--- config.mk ---
export PLATFORM = sky130hd
export DESIGN_NAME = line_drawing_algorithm
export DESIGN_NICKNAME = d
export VERILOG_FILES = /design/src/verilog/lda_pkg.sv /design/src/verilog/line_drawing_algorithm.sv
export SDC_FILE = /design/constraint.sdc
export NUM_CORES = 1
export LEC_CHECK = 0
export BUFFER_PORTS_ARGS = -buffer_cell sky130_fd_sc_hd__buf_2
export CAP_MARGIN = 20
export CORE_UTILIZATION = 55
export CTS_CLUSTER_DIAMETER = 40
export CTS_CLUSTER_SIZE = 24
export DETAILED_ROUTE_END_ITERATION = 8
export HOLD_SLACK_MARGIN = 0.03
export PLACE_DENSITY = 0.88
export SLEW_MARGIN = 30
export SYNTH_ARGS = -nofsm -noshare
export SYNTH_HDL_FRONTEND = slang
export SYNTH_SLANG_ARGS = --single-unit
--- constraint.sdc ---
create_clock -name i_clk -period 4.4 [get_ports i_clk]
set_clock_uncertainty 0.05 [all_clocks]
set_input_delay 0.44 -clock i_clk [delete_from_list [all_inputs] [get_ports i_clk]]
set_output_delay 0.44 -clock i_clk [all_outputs]
set_load 0.05 [all_outputs]
--- src/verilog/lda_pkg.sv ---
package lda_pkg;

  // Coordinate and colour widths
  localparam int X_BITS = 9;
  localparam int Y_BITS = 8;
  localparam int COLOR_BITS = 3;

  // One line request from the register block
  typedef struct packed {
    logic [X_BITS-1:0]     x0;
    logic [Y_BITS-1:0]     y0;
    logic [X_BITS-1:0]     x1;
    logic [Y_BITS-1:0]     y1;
    logic [COLOR_BITS-1:0] color;
  } line_t;

  // One plotted pixel
  typedef struct packed {
    logic [X_BITS-1:0]     x;
    logic [Y_BITS-1:0]     y;
    logic [COLOR_BITS-1:0] color;
  } pixel_t;

  // Word addresses of the slave port
  typedef enum logic [2:0] {
    REG_X0      = 3'd0,
    REG_Y0      = 3'd1,
    REG_X1      = 3'd2,
    REG_Y1      = 3'd3,
    REG_COLOR   = 3'd4,
    REG_START   = 3'd5,
    REG_FB_ADDR = 3'd6,
    REG_FB_DATA = 3'd7
  } lda_reg_e;

  typedef enum logic [1:0] {
    IDLE,
    DRAW,
    ACK
  } lda_state_e;

endpackage

--- src/verilog/line_drawing_algorithm.sv ---
`timescale 1ns/1ns

module line_drawing_algorithm (
  input  logic            i_clk,
  input  logic            i_rst,

  // Line request
  input  lda_pkg::line_t  i_line,
  input  logic            i_line_req,
  output logic            o_line_ack,

  // Plot stream
  output lda_pkg::pixel_t o_pixel,
  output logic            o_plot
);

  import lda_pkg::*;

  // Room for 2*err over the full coordinate range
  localparam int E_BITS = X_BITS + 3;

  lda_state_e               state_q;

  logic [X_BITS-1:0]        x_q;
  logic [Y_BITS-1:0]        y_q;
  logic [X_BITS-1:0]        end_x_q;
  logic [Y_BITS-1:0]        end_y_q;
  logic [COLOR_BITS-1:0]    color_q;
  logic signed [E_BITS-1:0] dx_q;
  logic signed [E_BITS-1:0] dy_q;
  logic signed [E_BITS-1:0] err_q;
  logic                     sx_neg_q;
  logic                     sy_neg_q;

  logic signed [E_BITS-1:0] diff_x;
  logic signed [E_BITS-1:0] diff_y;
  logic signed [E_BITS-1:0] abs_x;
  logic signed [E_BITS-1:0] abs_y;
  logic signed [E_BITS-1:0] err2;
  logic signed [E_BITS-1:0] err_next;
  logic                     step_x;
  logic                     step_y;
  logic                     at_end;
  logic                     load;

  // Setup terms from the incoming line
  assign diff_x = E_BITS'(i_line.x1) - E_BITS'(i_line.x0);
  assign diff_y = E_BITS'(i_line.y1) - E_BITS'(i_line.y0);
  assign abs_x  = diff_x[E_BITS-1] ? -diff_x : diff_x;
  assign abs_y  = diff_y[E_BITS-1] ? -diff_y : diff_y;

  // Per-pixel step decision
  assign err2   = err_q <<< 1;
  assign step_x = (err2 >= dy_q);
  assign step_y = (err2 <= dx_q);

  always_comb begin
    err_next = err_q;
    if (step_x) begin
      err_next = err_next + dy_q;
    end
    if (step_y) begin
      err_next = err_next + dx_q;
    end
  end

  assign at_end = (x_q == end_x_q) && (y_q == end_y_q);
  assign load   = (state_q == IDLE) && i_line_req;

  always_ff @(posedge i_clk) begin
    if (i_rst) begin
      state_q <= IDLE;
    end else begin
      case (state_q)
        IDLE: begin
          if (i_line_req) begin
            state_q <= DRAW;
          end
        end
        DRAW: begin
          if (at_end) begin
            state_q <= ACK;
          end
        end
        ACK: begin
          // Hold ack until the requester lets go
          if (!i_line_req) begin
            state_q <= IDLE;
          end
        end
        default: state_q <= IDLE;
      endcase
    end
  end

  always_ff @(posedge i_clk) begin
    if (load) begin
      x_q      <= i_line.x0;
      y_q      <= i_line.y0;
      end_x_q  <= i_line.x1;
      end_y_q  <= i_line.y1;
      color_q  <= i_line.color;
      dx_q     <= abs_x;
      dy_q     <= -abs_y;
      err_q    <= abs_x - abs_y;
      sx_neg_q <= diff_x[E_BITS-1];
      sy_neg_q <= diff_y[E_BITS-1];
    end else if ((state_q == DRAW) && !at_end) begin
      err_q <= err_next;
      if (step_x) begin
        x_q <= sx_neg_q ? x_q - X_BITS'(1) : x_q + X_BITS'(1);
      end
      if (step_y) begin
        y_q <= sy_neg_q ? y_q - Y_BITS'(1) : y_q + Y_BITS'(1);
      end
    end
  end

  // One pixel for every DRAW cycle
  assign o_plot        = (state_q == DRAW);
  assign o_line_ack    = (state_q == ACK);
  assign o_pixel.x     = x_q;
  assign o_pixel.y     = y_q;
  assign o_pixel.color = color_q;

endmodule

Word-level counts from Yosys, hierarchy flattened. Index checks and enable logic that the tools add are counted. W data, S select, Z words.

Bits in registers: 77. Input port bits: 40. Logic and storage cells: 61.

Add/sub/neg operators: 12. Order comparisons: 2. Eq/ne operators: 7. Mux-type cells: 18. Reductions and logical operators: 11.

Operator list (number): $mux W12 (6); $mux W9 (4); $mux W8 (4); $add A12 B12 Y12 (2); $ge A12 B12 Y1 (1); $le A12 B12 Y1 (1); $neg A10 Y12 (1); $neg A12 Y12 (1); $neg A9 Y12 (1); $sub A12 B12 Y12 (1); $sub A9 B9 Y10 (1); $add A9 B1 Y9 const B (1); $eq A9 B9 Y1 (1); $sub A8 B8 Y9 (1); $sub A9 B1 Y9 const B (1); $add A8 B1 Y8 const B (1); $eq A8 B8 Y1 (1); $sub A8 B1 Y8 const B (1); $mux W2 (3); $pmux W2 S3 (1); $reduce_bool A2 Y1 (3); $ne A2 B2 Y1 const B (2); $reduce_and A2 Y1 (2); $logic_and A1 B1 Y1 (3); other kinds (6) (6).

Longest topological paths before layout. Gate-level depths: netlist of the first run.

Depth after elaboration: 6. Gate-level depth with buffers: 20. Mapped depth without buffers: 20.

Worst setup path before layout of the first run. OpenSTA, ideal clock, no wires.

Path kind: reg2reg. From: register err_q[10]. To: register err_q[10], data pin. Library setup time: 0.268 ns. Data arrival time: 4.217 ns. Required time: 4.082 ns. Setup slack: -0.135 ns. Cell stages (with the launch flop): 16. Clock period less this slack: 4.535 ns. Cell sequence: edfxtp_1 > ha_1 > or4b_2 > o21ai_1 > o21a_1 > mux2_2 > ha_1 > fa_1 > a21o_1 > a21oi_1 > a21oi_1 > o41ai_1 > mux2_2 > a21oi_1 > o21a_1 > o31ai_1.

Cells in the longest elaborated chain, start to end: 6.

RTL lines: start: declaration (line line_drawing_algorithm.sv:31) `logic signed [E_BITS-1:0] err_q;`; start signal: assignment (line line_drawing_algorithm.sv:105) `err_q <= abs_x - abs_y;`; start signal: assignment (line line_drawing_algorithm.sv:109) `err_q <= err_next;`; $add A12 B12 Y12 or $ge A12 B12 Y1 (tied branches) (line line_drawing_algorithm.sv:60, line_drawing_algorithm.sv:54); $mux W12 (line line_drawing_algorithm.sv:59) `if (step_x) begin`; $add A12 B12 Y12 (line line_drawing_algorithm.sv:63) `err_next = err_next + dx_q;`; $mux W12 (*) (line line_drawing_algorithm.sv:62) `if (step_y) begin`; $mux W12 (*) (line line_drawing_algorithm.sv:108) `end else if ((state_q == DRAW) && !at_end) begin`; $mux W12 (*) (line line_drawing_algorithm.sv:97) `if (load) begin`.

Mark *: on every way between the ends. The rest lies on a longest branch, timed or not. The select of a mux whose other input is x is not followed. A chain may end at the register's enable or synchronous reset.

Final worst setup path of the first run.
From: register dy_q[1]. To: register err_q[10], data pin.

Cells in the longest elaborated chain, start to end: 6.

RTL lines: start: declaration (line line_drawing_algorithm.sv:30) `logic signed [E_BITS-1:0] dy_q;`; start signal: assignment (line line_drawing_algorithm.sv:104) `dy_q <= -abs_y;`; $add A12 B12 Y12 or $ge A12 B12 Y1 (tied branches) (line line_drawing_algorithm.sv:60, line_drawing_algorithm.sv:54); $mux W12 (*) (line line_drawing_algorithm.sv:59); $add A12 B12 Y12 (line line_drawing_algorithm.sv:63); $mux W12 (*) (line line_drawing_algorithm.sv:62); $mux W12 (*) (line line_drawing_algorithm.sv:108); $mux W12 (*) (line line_drawing_algorithm.sv:97).

Marked as above.

==> flow_summary.ini, run 1 <==
[global_route]
overflow = 0
grt_pass1_wl_um = 25460
grt_max_degree = 44
grt_pass1_vias = 5400
grtUsageTotal_pct = 26.16
antenna_found_initial = 0

[synth]
yosysTopAreaCell = edfxtp_1
ys_top_cells_by_count = 85 x ha_1, 79 x inv_1, 74 x edfxtp_1
ys_types = 67
syn_area_mm2 = 0.006606
netlist_instances = 685
synth_edf_count = 74
async_reset_ff_share_pct = 0
synth_top_area_share_pct = 33.64
synthFlopType = edfxtp_1
ys_ff_latch = 76
synth_area_leaders = edfxtp_1 34%, ha_1 16%, xnor2_1 5.8%
synth.most_common_cell = ha_1
synth_warnings = 0
syn_avg_cell_area_um2 = 9.644
ys_seq_area_share_pct = 34.24

[floorplanning]
die-area_mm2 = 0.01245
die_y_um = 111.6
design.core.area_mm2 = 0.01156
io_pins = 62
start_util_pct = 57.12
fp.dieW_um = 111.6
num_rows = 39

[drt]
wl_met3_um = 858
viasPerCell = 5.882
drt_wl_total_um = 15860
drtAntennaViolNets = 0
drtPass1Iterations = 5
wl_met1_um = 6739
top_layer_used = met4
vias = 5482
wl_per_cell_um = 17.01
drcViolationCount = 0
first_iter_violations = 301
dr_wl_met2_um = 7555

[power_and_ir_drop]
power_density_mw_per_mm2 = 741.6
ir_drop_uv = 463.2
power_leakage_nw = 3.425

[timing]
setup_viol = 0
fin_crit_sh_pct = 95.02
worst_pin_slew_ns = 0.8107
max_freq_mhz = 239.2
period_minus_slack_ns = 4.181
hold_violations = 0
setup_tns_ns = 0
setup_slack_ns = 0.2191
maxSlewHeadroom_pct = 45.87
slew_viol_final = 0

[placement]
place_ws_ns = -0.1158
dp.final_hpwl_um = 12330
gp_congestion = 0.8638
port_buffers = 61

[clocking]
clk_pin_slew_worst_paths_ns = 0.06
clk_latency_ns = 0.35
cts.sinks = 76
cts_tree = done
cts_root_buf = clkbuf_16
clockBufferDepth = 2
postCtsHoldBufs = 0
cts_buffers = 9
htree_levels = 3

[final_layout]
nets = 916
fill_cells = 850
area_growth_pct = 16.33
multi_input_area_mm2 = 0.004076
regArea_mm2 = 0.002262
drive_gt1_share_pct = 18.50
n_antenna_cell = 0

[critical_path]
crit_type = flop to flop
required_ns = 4.42
worst_ep_arrival_time_ns = 4.20
cp-end-kind = flop
worstPathMaxFanout = 2
cp-start-kind = flop
reg2reg_slack_ns = 0.22

[min_path]
min_path_type = input port to flop

[run]
maxCapViolations = 0

[status]
status = finished clean
## cells in the final DEF (no fill, tap or decap), drive strengths merged, types with 3 or more instances in the layout
cell type	instances
and2	3
mux2i	6
nand3	7
inv	80
conb	3
nor3	11
o21ai	49
mux2	10
o21a	10
a211oi	5
a21oi	59
o22ai	3
xnor2	45
nand2b	6
clkbuf	9
nor2b	11
nor2	47
o211ai	8
o31ai	4
buf	95
and3	4
xor2	32
a21boi	3
fa	7
clkinv	5
nand4	7
o21bai	9
nor4	9
o31a	3
a21o	16
nand2	31
ha	85
edfxtp	74
## worst paths after layout
| check | startpoint | cells after the start | to |
|---|---|---|---|
| hold reg to reg | state_q[0]$_SDFFE_PP0P_ | 3 | state_q[1]$_SDFFE_PP0P_ |
| setup reg to reg | dy_q[1]$_DFFE_PP_ | 18 | err_q[10]$_DFFE_PP_ |
| hold / removal | i_rst | 2 | state_q[0]$_SDFFE_PP0P_ |
| setup / recovery | dy_q[1]$_DFFE_PP_ | 18 | err_q[10]$_DFFE_PP_ |
## cells by family after synthesis
family	share of synthesized area (%)
flip-flops	34.24
AND/OR/NAND/NOR	11.08
XOR/XNOR	10.66
buffers and inverters	5.000
adder cells (fa/ha/maj)	18.22
multiplexers	2.670
other	0.1137
AO/OA/AOI/OAI	18.01
## critical path: stages, from the launching register on
cell and delay, ns:
edfxtp_1 0.38, inv_1 0.09, ha_1 0.22, nor2b_1 0.13, nor3_1 0.17, o21bai_1 0.12, a211oi_2 0.23, o21a_1 0.18
mux2_2 0.35, ha_2 0.19, fa_2 0.35, a21o_1 0.19, a21oi_2 0.17, a21oi_2 0.09, o41ai_2 0.26, mux2_2 0.38
a21oi_2 0.15, o21a_1 0.13, o31ai_1 0.06
## stage by stage
stage          instances  hold slack (ns)  cell area (um^2)  utilization [%]  total power, mW
2_1_floorplan        686           0.4591              6621                -            3.830
3_3_place_gp         912           0.5546              7301            63.13            4.570
3_5_place_dp         912           0.5683              7301            63.13            4.697
4_1_cts              930           0.2157              7632            66.00            5.576
5_1_grt              932           0.2236              7685            66.45            6.115
6_report             932           0.2132              7685            66.45            5.699
## per-layer routing
metal  vias to the layer above  global-route usage, %
met1                      2556                  31.84
met3                        49                  3.811
li1                       2666                      -
met2                       211                  44.17
met5                         -                      0
met4                         0                  15.68
## final cells by class
| class | count | area share, % |
|---|---|---|
| well taps | 143 | 2.328 |
| multi-input cells | 522 | 53.04 |
| repair buffers | 95 | 7.294 |
| clock buffers | 9 | 2.931 |
| flip-flops and latches | 76 | 29.44 |
| clock inverters | 7 | 1.058 |
| inverters | 80 | 3.908 |
## flip-flops by register name, indices dropped and copies added (netlist names)
register	flops
dx_q	12
sx_neg_q	1
end_x_q	9
state_q	2
x_q	9
end_y_q	8
err_q	11
dy_q	12
sy_neg_q	1
y_q	8
color_q	3
## timing repair
item | CTS | global route
pin swaps | 3 | 7
gates resized for setup | 3 | 8
endpoints found under the setup margin | 1 | 3
gates cloned | 0 | 0
hold endpoints to repair | 0 | 0
setup buffers | 2 | 2
## where the power goes
part	leakage [nW]	switching, mW	total [mW]	internal [mW]
Sequential	0.719	0.162	1.22	1.06
Combinational	2.55	2.06	3.70	1.64
Clock	0.152	0.288	0.776	0.488
No activity file was read; power rests on OpenSTA's default activity.
==> run 2: changes to the inputs <==
BUFFER_PORTS_ARGS = default   (was -buffer_cell sky130_fd_sc_hd__buf_2)
CORE_UTILIZATION = 59   (was 55)
DONT_BUFFER_PORTS = 1   (was default)
PLACE_DENSITY = default   (was 0.88)
PLACE_DENSITY_LB_ADDON = 0.2   (was default)
==> flow_summary.ini, run 2 (synthesis gave the netlist of run 1 again) <==
[floorplanning]
start_util_pct = 60.68
die-area_mm2 = 0.01162
design.core.area_mm2 = 0.01089
num_rows = 38
die_y_um = 107.8
io_pins = 62
fp.dieW_um = 107.8

[global_route]
use_met3_pct = 6.901
gr-usage-met1_pct = 31.33
overflow = 0
use_met2_pct = 46.93
top_usage_layer = met2
grtUsageTotal_pct = 27.50
grt_pass1_wl_um = 24270
grt_max_degree = 44
antenna_found_initial = 0
grt_pass1_vias = 5284

[run]
maxCapViolations = 0

[final_layout]
fill_cells = 874
top_regs = dx_q x12, dy_q x12, err_q x11
layout_common_cells = 83 x ha_1, 78 x inv_1, 74 x edfxtp_1
area_growth_pct = 8.920
drive_gt1_share_pct = 11.19
n_antenna_cell = 0
final_common_cell = ha_1
nets = 851

[critical_path]
reg2reg_slack_ns = 0.11
cp-start-kind = flop
cp-end-kind = flop
cpPeakStageDelay_ns = 0.59
worst_ep_arrival_time_ns = 4.34
r2r-end = err_q[10]$_DFFE_PP_
critPathLaunch = err_q[10]$_DFFE_PP_
cp_common_cell = a21oi_2
crit_chain = ha_4 -> or4b_2 -> o21ai_2 -> o21a_1 -> mux2_4 -> ha_2 -> fa_2 -> a21o_1 -> a21oi_2 -> a21oi_2 -> o41ai_2 -> mux2_2 -> a21oi_2 -> o21a_1 -> o31ai_1
crit_type = flop to flop
critical-path-slowest-cell = or4b_2
cp-endpoint = err_q[10]$_DFFE_PP_
reg2reg_from = err_q[10]$_DFFE_PP_
reg2reg_depth = 15
worstPathMaxFanout = 2
required_ns = 4.44

[timing]
setup_tns_ns = 0
fin_crit_sh_pct = 97.53
rsz0062_at_grt = true
setup_viol = 0
hold_violations = 0
maxSlewHeadroom_pct = 33.53
period_minus_slack_ns = 4.291
worst_pin_slew_ns = 0.9950
slew_viol_final = 0
max_freq_mhz = 233.0

[drt]
drtAntennaViolNets = 0
first_iter_violations = 248
wl_per_cell_um = 17.24
drcViolationCount = 0
drt_wl_total_um = 14900
vias = 5126
viasPerCell = 5.933
drtPass1Iterations = 5

[clocking]
cts.sinks = 76
clockBufferDepth = 2
postCtsHoldBufs = 0
cts_tree = done
cts_buffers = 9
htree_levels = 3
cts_root_buf = clkbuf_8
clk_pin_slew_worst_paths_ns = 0.08
clk_latency_ns = 0.35

[power_and_ir_drop]
power_density_mw_per_mm2 = 727.5
power_leakage_nw = 3.095
p_total_mw = 5.235
ir_drop_uv = 443.3

[min_path]
min_path_type = input port to flop

[placement]
gp_congestion = 0.8436
dp.final_hpwl_um = 12080
port_buffers = 0

[status]
status = finished clean
[run 2: changes by cell type in the layout (fill, tap and decap cells not counted), moves of 2 or more]
| cell | before | now |
|---|---|---|
| buf_2 | 61 | 0 |
| clkbuf_16 | 9 | 0 |
| clkbuf_8 | 0 | 9 |
| buf_4 | 34 | 30 |
| clkbuf_1 | 0 | 4 |
| clkinv_1 | 3 | 0 |
| bufinv_16 | 2 | 0 |
[run 2: worst min-delay path by stage]
| stage | start | end | slack, ns | depth (start not counted) |
|---|---|---|---|---|
| finish | i_rst | state_q[0]$_SDFFE_PP0P_ | 0.1 | 1 |
| floorplan | i_rst | state_q[0]$_SDFFE_PP0P_ | 0.46 | 1 |
| detailed placement | i_rst | state_q[0]$_SDFFE_PP0P_ | 0.47 | 1 |
| CTS | i_rst | state_q[0]$_SDFFE_PP0P_ | 0.08 | 1 |
| global route | i_rst | state_q[1]$_SDFFE_PP0P_ | 0.08 | 1 |
| global placement | i_rst | state_q[0]$_SDFFE_PP0P_ | 0.46 | 1 |
[run 2: layout make-up]
| class | count | area [um^2] | share of cell area [%] |
|---|---|---|---|
| Sequential cell | 76 | 2262 | 31.44 |
| Inverter | 80 | 300.3 | 4.173 |
| Timing Repair Buffer | 30 | 225.2 | 3.130 |
| Clock buffer | 13 | 138.9 | 1.930 |
| Multi-Input combinational cell | 522 | 4079 | 56.69 |
| Clock inverter | 3 | 15.01 | 0.2087 |
| Tap cell | 140 | 175.2 | 2.434 |
[run 2: power breakdown]
| group | internal, mW | leakage, nW | switching (mW) | total [mW] |
|---|---|---|---|---|
| sequential | 1.06 | 0.719 | 0.344 | 1.40 |
| combinational | 1.58 | 2.29 | 1.81 | 3.39 |
| clock | 0.203 | 0.0812 | 0.247 | 0.450 |
| total | 2.84 | 3.09 | 2.40 | 5.23 |
[run 2: timing repair]
action / 4_1_cts / 5_1_grt
buffers inserted: 2 / 0
pin swaps: 2 / 5
setup endpoints to repair: 1 / 2
resized for setup: 4 / 6
[run 2: routing by layer]
metal  routed length, um  share of wire, %
met3                 856               5.7
met4                 655               4.4
met2                7150                48
met1                6236                42
met5                   0                 0
[run 2: critical path: cells and delay by family (launching register included)]
family / cells / cell delay, ns
muxes: 2 / 0.71
adders and majority gates: 3 / 0.83
and+or+nand+nor: 1 / 0.59
AOI/OAI and AO/OA: 9 / 1.41
DFF: 1 / 0.43
[run 2: stage by stage]
stage	area (um^2)	instances	utilization [%]	hold slack [ns]	worst slack, ns
final	7196	864	66.09	0.09687	0.1088
after global placement	6977	846	64.08	0.4607	-0.005783
after CTS	7159	864	65.76	0.08382	0.008389
after detailed placement	6977	846	64.08	0.4666	-0.1060
after floorplan	6621	686	-	0.4591	0.005191
after global routing	7196	864	66.09	0.08010	-0.05281
